$ cat src/hw/sssp_defs.svh
`ifndef SSSP_DEFS_SVH
`define SSSP_DEFS_SVH

// memory and task word geometry
`define SSSP_WORD_W      32
`define SSSP_ADDR_W      32

// one response line is 64 bytes
`define SSSP_LINE_W      512
`define SSSP_LINE_WORDS  16

// pool sizes
`define SSSP_LOG_THREADS 2
`define SSSP_LOG_ARIDS   3

// an edge entry is neighbour word + weight word
`define SSSP_EDGE_WORDS  2

`endif

$ cat src/hw/sssp_pkg.sv
`include "sssp_defs.svh"

package sssp_pkg;

   typedef struct packed {
      logic [`SSSP_WORD_W-1:0] ts;
      logic [`SSSP_WORD_W-1:0] vertex;
   } task_t;

   typedef struct packed {
      task_t                   task_desc;
      logic [`SSSP_WORD_W-1:0] eo_begin;
      logic [`SSSP_WORD_W-1:0] eo_end;   // exclusive
   } parent_t;

   typedef logic [`SSSP_LOG_THREADS-1:0] thread_id_t;
   typedef logic [`SSSP_LOG_ARIDS-1:0]   arid_t;

   typedef struct packed {
      thread_id_t                  thread;
      logic [`SSSP_LINE_WORDS-1:0] valid_words;
   } rd_rec_t;

   typedef struct packed {
      logic    valid;
      arid_t   id;
      rd_rec_t rec;
   } rd_rec_wr_t;

   typedef struct packed {
      logic       valid;
      thread_id_t thread;
      task_t      parent_task;
      logic [7:0] n_words;   // words still to be read for this parent
   } thread_alloc_t;

   typedef struct packed {
      task_t child_task;
      logic  last;
   } child_t;

   typedef enum logic [7:0] {
      CFG_NEIGHBOR_BASE = 8'h00,
      CFG_RESERVED      = 8'h01
   } cfg_addr_e;

   typedef enum logic {
      BURST_IDLE,
      BURST_ISSUE
   } burst_state_e;

endpackage

$ cat src/hw/free_list.sv
module free_list #(
   parameter int LOG_DEPTH = 2
) (
   input  logic                 clk,
   input  logic                 rstn,
   input  logic                 put,
   input  logic [LOG_DEPTH-1:0] put_id,
   input  logic                 take,
   output logic [LOG_DEPTH-1:0] next_id,
   output logic                 empty,
   output logic                 full
);
   localparam int DEPTH = 2 ** LOG_DEPTH;

   logic [LOG_DEPTH-1:0] ids [DEPTH];
   logic [LOG_DEPTH-1:0] rd_ptr;
   logic [LOG_DEPTH-1:0] wr_ptr;
   logic [LOG_DEPTH:0]   count;
   logic                 take_ok;

   assign take_ok = take && !empty;

   always_ff @(posedge clk) begin
      if (!rstn) begin
         for (int i = 0; i < DEPTH; i++) begin
            ids[i] <= i[LOG_DEPTH-1:0];   // every id starts at home
         end
         rd_ptr <= '0;
         wr_ptr <= '0;
         count  <= DEPTH[LOG_DEPTH:0];
      end else begin
         if (take_ok) begin
            rd_ptr <= rd_ptr + 1'b1;
         end
         if (put) begin
            ids[wr_ptr] <= put_id;   // returns may come back in any order
            wr_ptr      <= wr_ptr + 1'b1;
         end
         count <= count + put - take_ok;
      end
   end

   assign next_id = ids[rd_ptr];
   assign empty   = (count == '0);
   assign full    = (count == DEPTH[LOG_DEPTH:0]);

endmodule

$ cat src/hw/edge_addr_gen.sv
`include "sssp_defs.svh"

module edge_addr_gen import sssp_pkg::*; (
   input  logic                    clk,
   input  logic                    rstn,
   input  logic                    cfg_wvalid,
   input  cfg_addr_e               cfg_waddr,
   input  logic [`SSSP_WORD_W-1:0] cfg_wdata,
   input  parent_t                 parent,
   output logic [`SSSP_ADDR_W-1:0] rd_addr,
   output logic [7:0]              rd_words,
   output logic                    nonempty
);
   logic [`SSSP_ADDR_W-1:0] neighbor_base;
   logic [`SSSP_WORD_W-1:0] edge_cnt;
   logic [`SSSP_WORD_W-1:0] word_cnt;

   // base is written in word units
   always_ff @(posedge clk) begin
      if (!rstn) begin
         neighbor_base <= '0;
      end else if (cfg_wvalid && cfg_waddr == CFG_NEIGHBOR_BASE) begin
         neighbor_base <= {cfg_wdata[`SSSP_ADDR_W-3:0], 2'b00};
      end
   end

   assign edge_cnt = parent.eo_end - parent.eo_begin;
   assign word_cnt = edge_cnt * `SSSP_EDGE_WORDS;

   // 8 bytes per edge entry
   assign rd_addr  = neighbor_base + {parent.eo_begin[`SSSP_ADDR_W-4:0], 3'b000};
   assign rd_words = word_cnt[7:0];
   assign nonempty = (parent.eo_end != parent.eo_begin);   // only emptiness test

endmodule

$ cat src/hw/burst_splitter.sv
`include "sssp_defs.svh"

module burst_splitter import sssp_pkg::*; (
   input  logic                    clk,
   input  logic                    rstn,
   input  logic                    task_in_valid,
   output logic                    task_in_ready,
   input  parent_t                 parent,
   input  logic [`SSSP_ADDR_W-1:0] rd_addr,
   input  logic [7:0]              rd_words,
   input  logic                    nonempty,
   input  logic                    thread_empty,
   input  thread_id_t              thread_next,
   output logic                    thread_take,
   output thread_alloc_t           thread_alloc,
   input  logic                    arid_empty,
   input  arid_t                   arid_next,
   output logic                    arid_take,
   output rd_rec_wr_t              rec_wr,
   output logic                    arvalid,
   input  logic                    arready,
   output logic [`SSSP_ADDR_W-1:0] araddr,
   output arid_t                   arid
);
   localparam int OFF_W       = $clog2(`SSSP_LINE_WORDS);
   localparam int LINE_BYTE_W = OFF_W + 2;
   localparam logic [OFF_W:0] LINE_WORDS_V = `SSSP_LINE_WORDS;

   burst_state_e            state;
   logic [`SSSP_ADDR_W-1:0] cur_addr;
   logic [7:0]              words_left;
   thread_id_t              cur_thread;

   logic [OFF_W-1:0] line_off;
   logic [OFF_W:0]   room;
   logic [OFF_W:0]   burst_words;
   logic [OFF_W:0]   burst_end;
   logic [7:0]       room_w;
   logic             last_burst;
   logic             ar_fire;
   logic             accept;

   assign line_off    = cur_addr[LINE_BYTE_W-1:2];
   assign room        = LINE_WORDS_V - {1'b0, line_off};   // words to end of line
   assign room_w      = {{(8-OFF_W-1){1'b0}}, room};
   assign last_burst  = (words_left <= room_w);
   assign burst_words = last_burst ? words_left[OFF_W:0] : room;
   assign burst_end   = {1'b0, line_off} + burst_words;

   assign arvalid = (state == BURST_ISSUE) && !arid_empty;
   assign ar_fire = arvalid && arready;
   assign araddr  = cur_addr;
   assign arid    = arid_next;

   // empty parents pass straight through
   assign task_in_ready = !nonempty ||
                          (!thread_empty && (state == BURST_IDLE || (ar_fire && last_burst)));
   assign accept        = task_in_valid && task_in_ready && nonempty;

   assign thread_take = accept;
   assign arid_take   = ar_fire;

   always_comb begin
      thread_alloc.valid       = accept;
      thread_alloc.thread      = thread_next;
      thread_alloc.parent_task = parent.task_desc;
      thread_alloc.n_words     = rd_words;
   end

   always_comb begin
      rec_wr.valid      = ar_fire;
      rec_wr.id         = arid_next;
      rec_wr.rec.thread = cur_thread;
      for (int i = 0; i < `SSSP_LINE_WORDS; i++) begin
         rec_wr.rec.valid_words[i] = (i >= line_off) && (i < burst_end);
      end
   end

   always_ff @(posedge clk) begin
      if (!rstn) begin
         state <= BURST_IDLE;
      end else if (accept) begin
         state <= BURST_ISSUE;
      end else if (ar_fire && last_burst) begin
         state <= BURST_IDLE;
      end
   end

   always_ff @(posedge clk) begin
      if (accept) begin
         cur_addr   <= rd_addr;
         words_left <= rd_words;
         cur_thread <= thread_next;
      end else if (ar_fire) begin
         // next request starts on the following line
         cur_addr   <= {cur_addr[`SSSP_ADDR_W-1:LINE_BYTE_W] + 1'b1, {LINE_BYTE_W{1'b0}}};
         words_left <= words_left - room_w;
      end
   end

endmodule

$ cat src/hw/line_unpacker.sv
`include "sssp_defs.svh"

module line_unpacker import sssp_pkg::*; (
   input  logic                    clk,
   input  logic                    rstn,
   input  rd_rec_wr_t              rec_wr,
   input  thread_alloc_t           thread_alloc,
   input  logic                    rvalid,
   output logic                    rready,
   input  arid_t                   rid,
   input  logic [`SSSP_LINE_W-1:0] rdata,
   output logic                    arid_release,
   output arid_t                   release_id,
   output logic                    thread_release,
   output thread_id_t              release_thread,
   output logic                    edge_valid,
   input  logic                    edge_ready,
   output child_t                  edge_child
);
   localparam int N_THREADS = 2 ** `SSSP_LOG_THREADS;
   localparam int N_ARIDS   = 2 ** `SSSP_LOG_ARIDS;
   localparam int PAIRS     = `SSSP_LINE_WORDS / `SSSP_EDGE_WORDS;
   localparam int PAIR_W    = $clog2(PAIRS);
   localparam int EDGE_W    = `SSSP_WORD_W * `SSSP_EDGE_WORDS;

   rd_rec_t rd_tab [N_ARIDS];
   task_t   thr_task [N_THREADS];
   logic [7:0] thr_left [N_THREADS];   // words not yet turned into edges

   logic                    held;
   rd_rec_t                 held_rec;
   logic [`SSSP_LINE_W-1:0] held_data;

   logic [PAIR_W-1:0]          pair_idx;
   logic [`SSSP_LINE_WORDS-1:0] pair_mask;
   logic [`SSSP_LINE_WORDS-1:0] next_valid;
   logic [`SSSP_WORD_W-1:0]    nbr_word;
   logic [`SSSP_WORD_W-1:0]    wgt_word;
   logic                       r_fire;
   logic                       e_fire;

   always_ff @(posedge clk) begin
      if (rec_wr.valid) begin
         rd_tab[rec_wr.id] <= rec_wr.rec;
      end
   end

   assign rready       = !held;
   assign r_fire       = rvalid && rready;
   assign arid_release = r_fire;
   assign release_id   = rid;

   // lowest valid pair first; entries are pair aligned
   always_comb begin
      pair_idx = '0;
      for (int p = PAIRS - 1; p >= 0; p--) begin
         if (held_rec.valid_words[p*`SSSP_EDGE_WORDS]) begin
            pair_idx = p[PAIR_W-1:0];
         end
      end
   end

   assign pair_mask  = {{(`SSSP_LINE_WORDS-2){1'b0}}, 2'b11} << (pair_idx * `SSSP_EDGE_WORDS);
   assign next_valid = held_rec.valid_words & ~pair_mask;
   assign nbr_word   = held_data[pair_idx*EDGE_W +: `SSSP_WORD_W];
   assign wgt_word   = held_data[pair_idx*EDGE_W + `SSSP_WORD_W +: `SSSP_WORD_W];

   assign edge_valid = held;
   assign e_fire     = edge_valid && edge_ready;

   always_comb begin
      edge_child.child_task.ts     = thr_task[held_rec.thread].ts + wgt_word;
      edge_child.child_task.vertex = nbr_word;
      edge_child.last = (thr_left[held_rec.thread] == `SSSP_EDGE_WORDS);
   end

   assign thread_release = e_fire && edge_child.last;
   assign release_thread = held_rec.thread;

   always_ff @(posedge clk) begin
      if (!rstn) begin
         held <= 1'b0;
      end else if (r_fire) begin
         held <= 1'b1;
      end else if (e_fire && next_valid == '0) begin
         held <= 1'b0;   // last pair of the line has gone
      end
   end

   always_ff @(posedge clk) begin
      if (r_fire) begin
         held_rec  <= rd_tab[rid];
         held_data <= rdata;
      end else if (e_fire) begin
         held_rec.valid_words <= next_valid;
      end
   end

   always_ff @(posedge clk) begin
      if (thread_alloc.valid) begin
         thr_task[thread_alloc.thread] <= thread_alloc.parent_task;
      end
   end

   always_ff @(posedge clk) begin
      if (!rstn) begin
         for (int t = 0; t < N_THREADS; t++) begin
            thr_left[t] <= '0;
         end
      end else begin
         for (int t = 0; t < N_THREADS; t++) begin
            if (thread_alloc.valid && thread_alloc.thread == t) begin
               thr_left[t] <= thread_alloc.n_words;
            end else if (e_fire && held_rec.thread == t) begin
               thr_left[t] <= thr_left[t] - `SSSP_EDGE_WORDS;
            end
         end
      end
   end

endmodule

$ cat src/hw/child_gen.sv
module child_gen import sssp_pkg::*; (
   input  logic   clk,
   input  logic   rstn,
   input  logic   edge_valid,
   output logic   edge_ready,
   input  child_t edge_child,
   output logic   out_valid,
   input  logic   out_ready,
   output child_t out_child
);
   logic take;

   // refill in the same cycle the current child leaves
   assign edge_ready = !out_valid || out_ready;
   assign take       = edge_valid && edge_ready;

   always_ff @(posedge clk) begin
      if (!rstn) begin
         out_valid <= 1'b0;
      end else if (take) begin
         out_valid <= 1'b1;
      end else if (out_ready) begin
         out_valid <= 1'b0;
      end
   end

   always_ff @(posedge clk) begin
      if (take) begin
         out_child <= edge_child;
      end
   end

endmodule

$ cat src/hw/neighbor_read_stage.sv
`include "sssp_defs.svh"

module neighbor_read_stage import sssp_pkg::*; (
   input  logic                    clk,
   input  logic                    rstn,
   input  logic                    task_in_valid,
   output logic                    task_in_ready,
   input  parent_t                 in_task,
   output logic                    arvalid,
   input  logic                    arready,
   output logic [`SSSP_ADDR_W-1:0] araddr,
   output arid_t                   arid,
   input  logic                    rvalid,
   output logic                    rready,
   input  arid_t                   rid,
   input  logic [`SSSP_LINE_W-1:0] rdata,
   output logic                    out_valid,
   input  logic                    out_ready,
   output child_t                  out_child,
   input  logic                    cfg_wvalid,
   input  cfg_addr_e               cfg_waddr,
   input  logic [`SSSP_WORD_W-1:0] cfg_wdata,
   output logic                    idle
);
   logic [`SSSP_ADDR_W-1:0] rd_addr;
   logic [7:0]              rd_words;
   logic                    nonempty;
   logic                    thread_empty, thread_take, thread_release;
   thread_id_t              thread_next, release_thread;
   thread_alloc_t           thread_alloc;
   logic                    arid_empty, arid_take, arid_release;
   arid_t                   arid_next, release_id;
   rd_rec_wr_t              rec_wr;
   logic                    edge_valid, edge_ready;
   child_t                  edge_child;

   edge_addr_gen i_addr_gen (.clk, .rstn, .cfg_wvalid, .cfg_waddr, .cfg_wdata,
      .parent(in_task), .rd_addr, .rd_words, .nonempty);

   burst_splitter i_splitter (.clk, .rstn, .task_in_valid, .task_in_ready,
      .parent(in_task), .rd_addr, .rd_words, .nonempty, .thread_empty, .thread_next,
      .thread_take, .thread_alloc, .arid_empty, .arid_next, .arid_take, .rec_wr,
      .arvalid, .arready, .araddr, .arid);

   line_unpacker i_unpacker (.clk, .rstn, .rec_wr, .thread_alloc, .rvalid, .rready,
      .rid, .rdata, .arid_release, .release_id, .thread_release, .release_thread,
      .edge_valid, .edge_ready, .edge_child);

   child_gen i_child_gen (.clk, .rstn, .edge_valid, .edge_ready, .edge_child,
      .out_valid, .out_ready, .out_child);

   free_list #(.LOG_DEPTH(`SSSP_LOG_ARIDS)) arid_pool (.clk, .rstn,
      .put(arid_release), .put_id(release_id), .take(arid_take),
      .next_id(arid_next), .empty(arid_empty), .full());

   // all threads home means nothing is in flight
   free_list #(.LOG_DEPTH(`SSSP_LOG_THREADS)) thread_pool (.clk, .rstn,
      .put(thread_release), .put_id(release_thread), .take(thread_take),
      .next_id(thread_next), .empty(thread_empty), .full(idle));

endmodule

$ cat config.mk
export PLATFORM = sky130hd
export DESIGN_NAME = neighbor_read_stage
export DESIGN_NICKNAME = d
export VERILOG_FILES = /design/src/hw/sssp_pkg.sv /design/src/hw/free_list.sv /design/src/hw/edge_addr_gen.sv /design/src/hw/burst_splitter.sv /design/src/hw/line_unpacker.sv /design/src/hw/child_gen.sv /design/src/hw/neighbor_read_stage.sv
export VERILOG_INCLUDE_DIRS = /design/src /design/src/hw
export SDC_FILE = /design/constraint.sdc
export NUM_CORES = 1
export LEC_CHECK = 0
export ABC_AREA = 1
export CORE_AREA = 2 2 312 314
export CTS_CLUSTER_SIZE = 14
export DETAILED_ROUTE_END_ITERATION = 10
export DIE_AREA = 0 0 314 316
export DONT_BUFFER_PORTS = 1
export SLEW_MARGIN = 10
export SYNTH_ARGS = -nofsm -noshare
export SYNTH_HDL_FRONTEND = slang
export SYNTH_SLANG_ARGS = --single-unit
$ cat constraint.sdc
create_clock -name clk -period 25.1 [get_ports clk]
set_input_delay 5.02 -clock clk [delete_from_list [all_inputs] [get_ports clk]]
set_output_delay 5.02 -clock clk [all_outputs]
set_load 0.02 [all_outputs]
==> impl_metrics.yaml <==
run_status:
  status: "finished, final reports clean"
detailed_routing:
  first_iter_violations: 3235
  wl_um: 139000
  firstDrtPassIters: 7
  wl_per_cell_um: 25.2
  ant_nets: 0
  vias_per_cell: 5.66
  num_vias: 31100
  drcViolationCount: 0
yosys:
  synth_top_area_share: 0.638
  yosys.area_share.xor_xnor: 0.0194
  yosysSeqAreaShare: 0.663
  synth-simple-area-share: 0.154
  synth_top_family_by_area: "simple AND/OR/NAND/NOR gates"
  synth_area_leaders: "edfxtp_1 (64%), nand2_1 (6.0%), nor2_1 (4.7%)"
  yosys_register_bits: 1024
  syn-instance-count: 4095
  async_reset_ff_frac: 0
  yosys_warnings: 0
  synth_edf_count: 966
  synth_cell_type_count: 57
  synth-compound-area-share: 0.0916
  avgSynthCellArea_um2: 11.1
  netlist_area_mm2: 0.0455
  synth_ff_type: "edfxtp_1"
  synthAdderAreaFrac: 0.0281
  synth.largest_area_cell: "edfxtp_1"
  yosys-mux-area-fraction: 0
layout:
  final-seq-area_mm2: 0.0302
  area_growth_pct: 10.2
  drive_gt1_frac: 0.0600
  multi_input_area_mm2: 0.0133
  fin_nets: 4872
  nFillCells: 8349
  stdcell_count: 5500
clock_tree:
  clock-sinks: 1024
  root_buffer: "clkbuf_16"
  ctsHoldBuffers: 0
  cts_tree: "done"
  path_clk_slew_ns: 0.06
  cts_buffers: 107
  h-tree-depth: 3
  clk-insertion-delay-late_ns: 0.69
  cts_resized: 0
  cts_max_path_buffers: 3
  cts_setup_buffers: 0
worst_setup_path:
  end_kind: "primary output"
  path_class: "in2out"
  critPathLaunchType: "primary input"
  cp.required_ns: 20.08
  worst-path-max-fanout: 5
  arrival_ns: 6.78
power_and_ir_drop:
  p_leak_nw: 18.4
  vdd_ir_drop_max_mv: 0.0868
  power_density_mw_per_mm2: 101
  finalPower_mw: 5.04
die:
  die_w_um: 314
  rows: 114
  dieArea_mm2: 0.0992
  core_mm2: 0.0960
  start_util: 0.474
  num_io_pins: 795
  die_y_um: 316
global_routing:
  grt_max_degree: 194
  antenna_found_initial: 81
  grt_pass1_wl_um: 195000
  grt_use_total: 0.269
  grt-ovfl-total: 0
  grt_pass1_vias: 29100
worst_hold_path:
  min_path_type: "reg2reg"
timing:
  setup_violations: 0
  relSlewSlack: 0.231
  slew_violations: 0
  rsz0062_at_grt: "no"
  fin_skew_ns: 0.0207
  finalCritPeriodShare: 0.470
  min_period_ns: 11.80
  finalHoldViolCount: 0
  worstMarginPinSlew_ns: 1.15
  fin_tns_setup_ns: 0
  layout_setup_ws_ns: 13.30
  fmax_mhz: 84.7
placement:
  hpwl_um: 98200
  gp_congestion: 0.974
  pre_cts_ws_ns: 13.26
  port_buffers: 0
  dp_cells: 5251
flow_run:
  cap_violations: 0
area by class of cell:
class / instances / share of cell area
antenna: 59 / 0.00295
clock buffer: 139 / 0.0568
clock inverter: 51 / 0.00948
inverter: 330 / 0.0249
multi-input combinational: 2582 / 0.266
sequential: 1024 / 0.602
tap: 1276 / 0.0318
timing repair buffer: 39 / 0.00609
cell families after synthesis:
| logic type | after synthesis |
|---|---|
| xor+xnor | 100 |
| other cells | 1 |
| fa+ha+maj | 98 |
| compound gates | 715 |
| simple gates | 1667 |
| flops | 1024 |
| buf+inv | 490 |
cells in the mapped netlist, types with 13 or more instances:
| library cell | instances |
|---|---|
| nand4_1 | 70 |
| xor2_1 | 55 |
| ha_1 | 91 |
| dfxtp_1 | 58 |
| nand2_1 | 721 |
| o221ai_1 | 89 |
| inv_1 | 315 |
| nand2_2 | 13 |
| nor2_1 | 571 |
| a31oi_1 | 17 |
| clkbuf_1 | 86 |
| inv_2 | 13 |
| o21ai_1 | 72 |
| buf_4 | 17 |
| buf_2 | 48 |
| nor3_1 | 34 |
| nand3_1 | 206 |
| a21oi_1 | 144 |
| edfxtp_1 | 966 |
| o22ai_1 | 40 |
| xnor2_1 | 44 |
| o21ai_0 | 295 |
cell usage in the layout, fill, tap and decap left out, types with 72 or more instances in the layout:
cell	count
ha_1	91
o21ai_1	72
nor2_1	571
a21oi_1	144
o221ai_1	89
inv_1	312
nand3_1	206
clkbuf_16	107
o21ai_0	295
edfxtp_1	966
nand2_1	720
path summary, 6_finish.rpt:
check             slack (ns)  cells past startpoint                                startpoint                                        to
setup / recovery       13.30                     10                               in_task[35]                             task_in_ready
hold / removal          0.45                      2  i_addr_gen.neighbor_base[2]$_SDFFE_PN0P_  i_addr_gen.neighbor_base[2]$_SDFFE_PN0P_
setup reg to reg       19.99                     18          i_unpacker.held_rec[6]$_DFFE_PP_       i_child_gen.out_child[53]$_DFFE_PP_
hold reg to reg         0.45                      2  i_addr_gen.neighbor_base[2]$_SDFFE_PN0P_  i_addr_gen.neighbor_base[2]$_SDFFE_PN0P_
per-stage QoR:
| stage | utilization | hold slack, ns | instance area [um^2] |
|---|---|---|---|
| 6_report | 0.522 | 0.454 | 50100 |
| 5_1_grt | 0.521 | 0.485 | 50100 |
| 4_1_cts | 0.521 | 0.456 | 50000 |
| 3_5_place_dp | 0.486 | 0.447 | 46700 |
| 3_3_place_gp | 0.486 | 0.442 | 46700 |
| 2_1_floorplan | - | 0.430 | 45500 |
flip-flops by register name, summed over array words and instances, names as in the netlist, 2 cells and up, named ones only:
signal and count:
thread_pool.rd_ptr 2, thread_pool.ids 8, i_unpacker.thr_task 128, i_splitter.cur_thread 2
arid_pool.wr_ptr 3, i_unpacker.release_thread 2, arid_pool.ids 24, i_splitter.araddr 30
arid_pool.count 4, i_child_gen.out_child 65, i_unpacker.rd_tab 144, i_addr_gen.neighbor_base 30
i_unpacker.held_data 512, arid_pool.rd_ptr 3, thread_pool.wr_ptr 2, thread_pool.count 3
i_unpacker.thr_left 28, i_unpacker.held_rec 16, i_splitter.words_left 8
report_power, final:
group	switching, mW	total (mW)	leakage [nW]	internal (mW)
combinational	0.829	1.16	7.18	0.332
sequential	0.167	2.36	9.58	2.19
clock	0.664	1.52	1.63	0.861
worst max-delay path, stage by stage:
cell and delay [ns]:
inv_1 0.02, ha_1 0.36, nand2_1 0.09, nor2_1 0.29
nand3_1 0.11, nor2_1 0.20, nand2_1 0.08, nor2_1 0.13
nand2_1 0.21, nand2_1 0.26
metal layers:
metal | up-vias | wire length, um | global-route usage
met5 | - | 187 | 0
met4 | 32 | 4950 | 0.0971
met3 | 293 | 12500 | 0.0828
met2 | 1263 | 68500 | 0.453
met1 | 15100 | 52500 | 0.326
li1 | 14500 | - | -
Power figures use the tool's default switching activity.
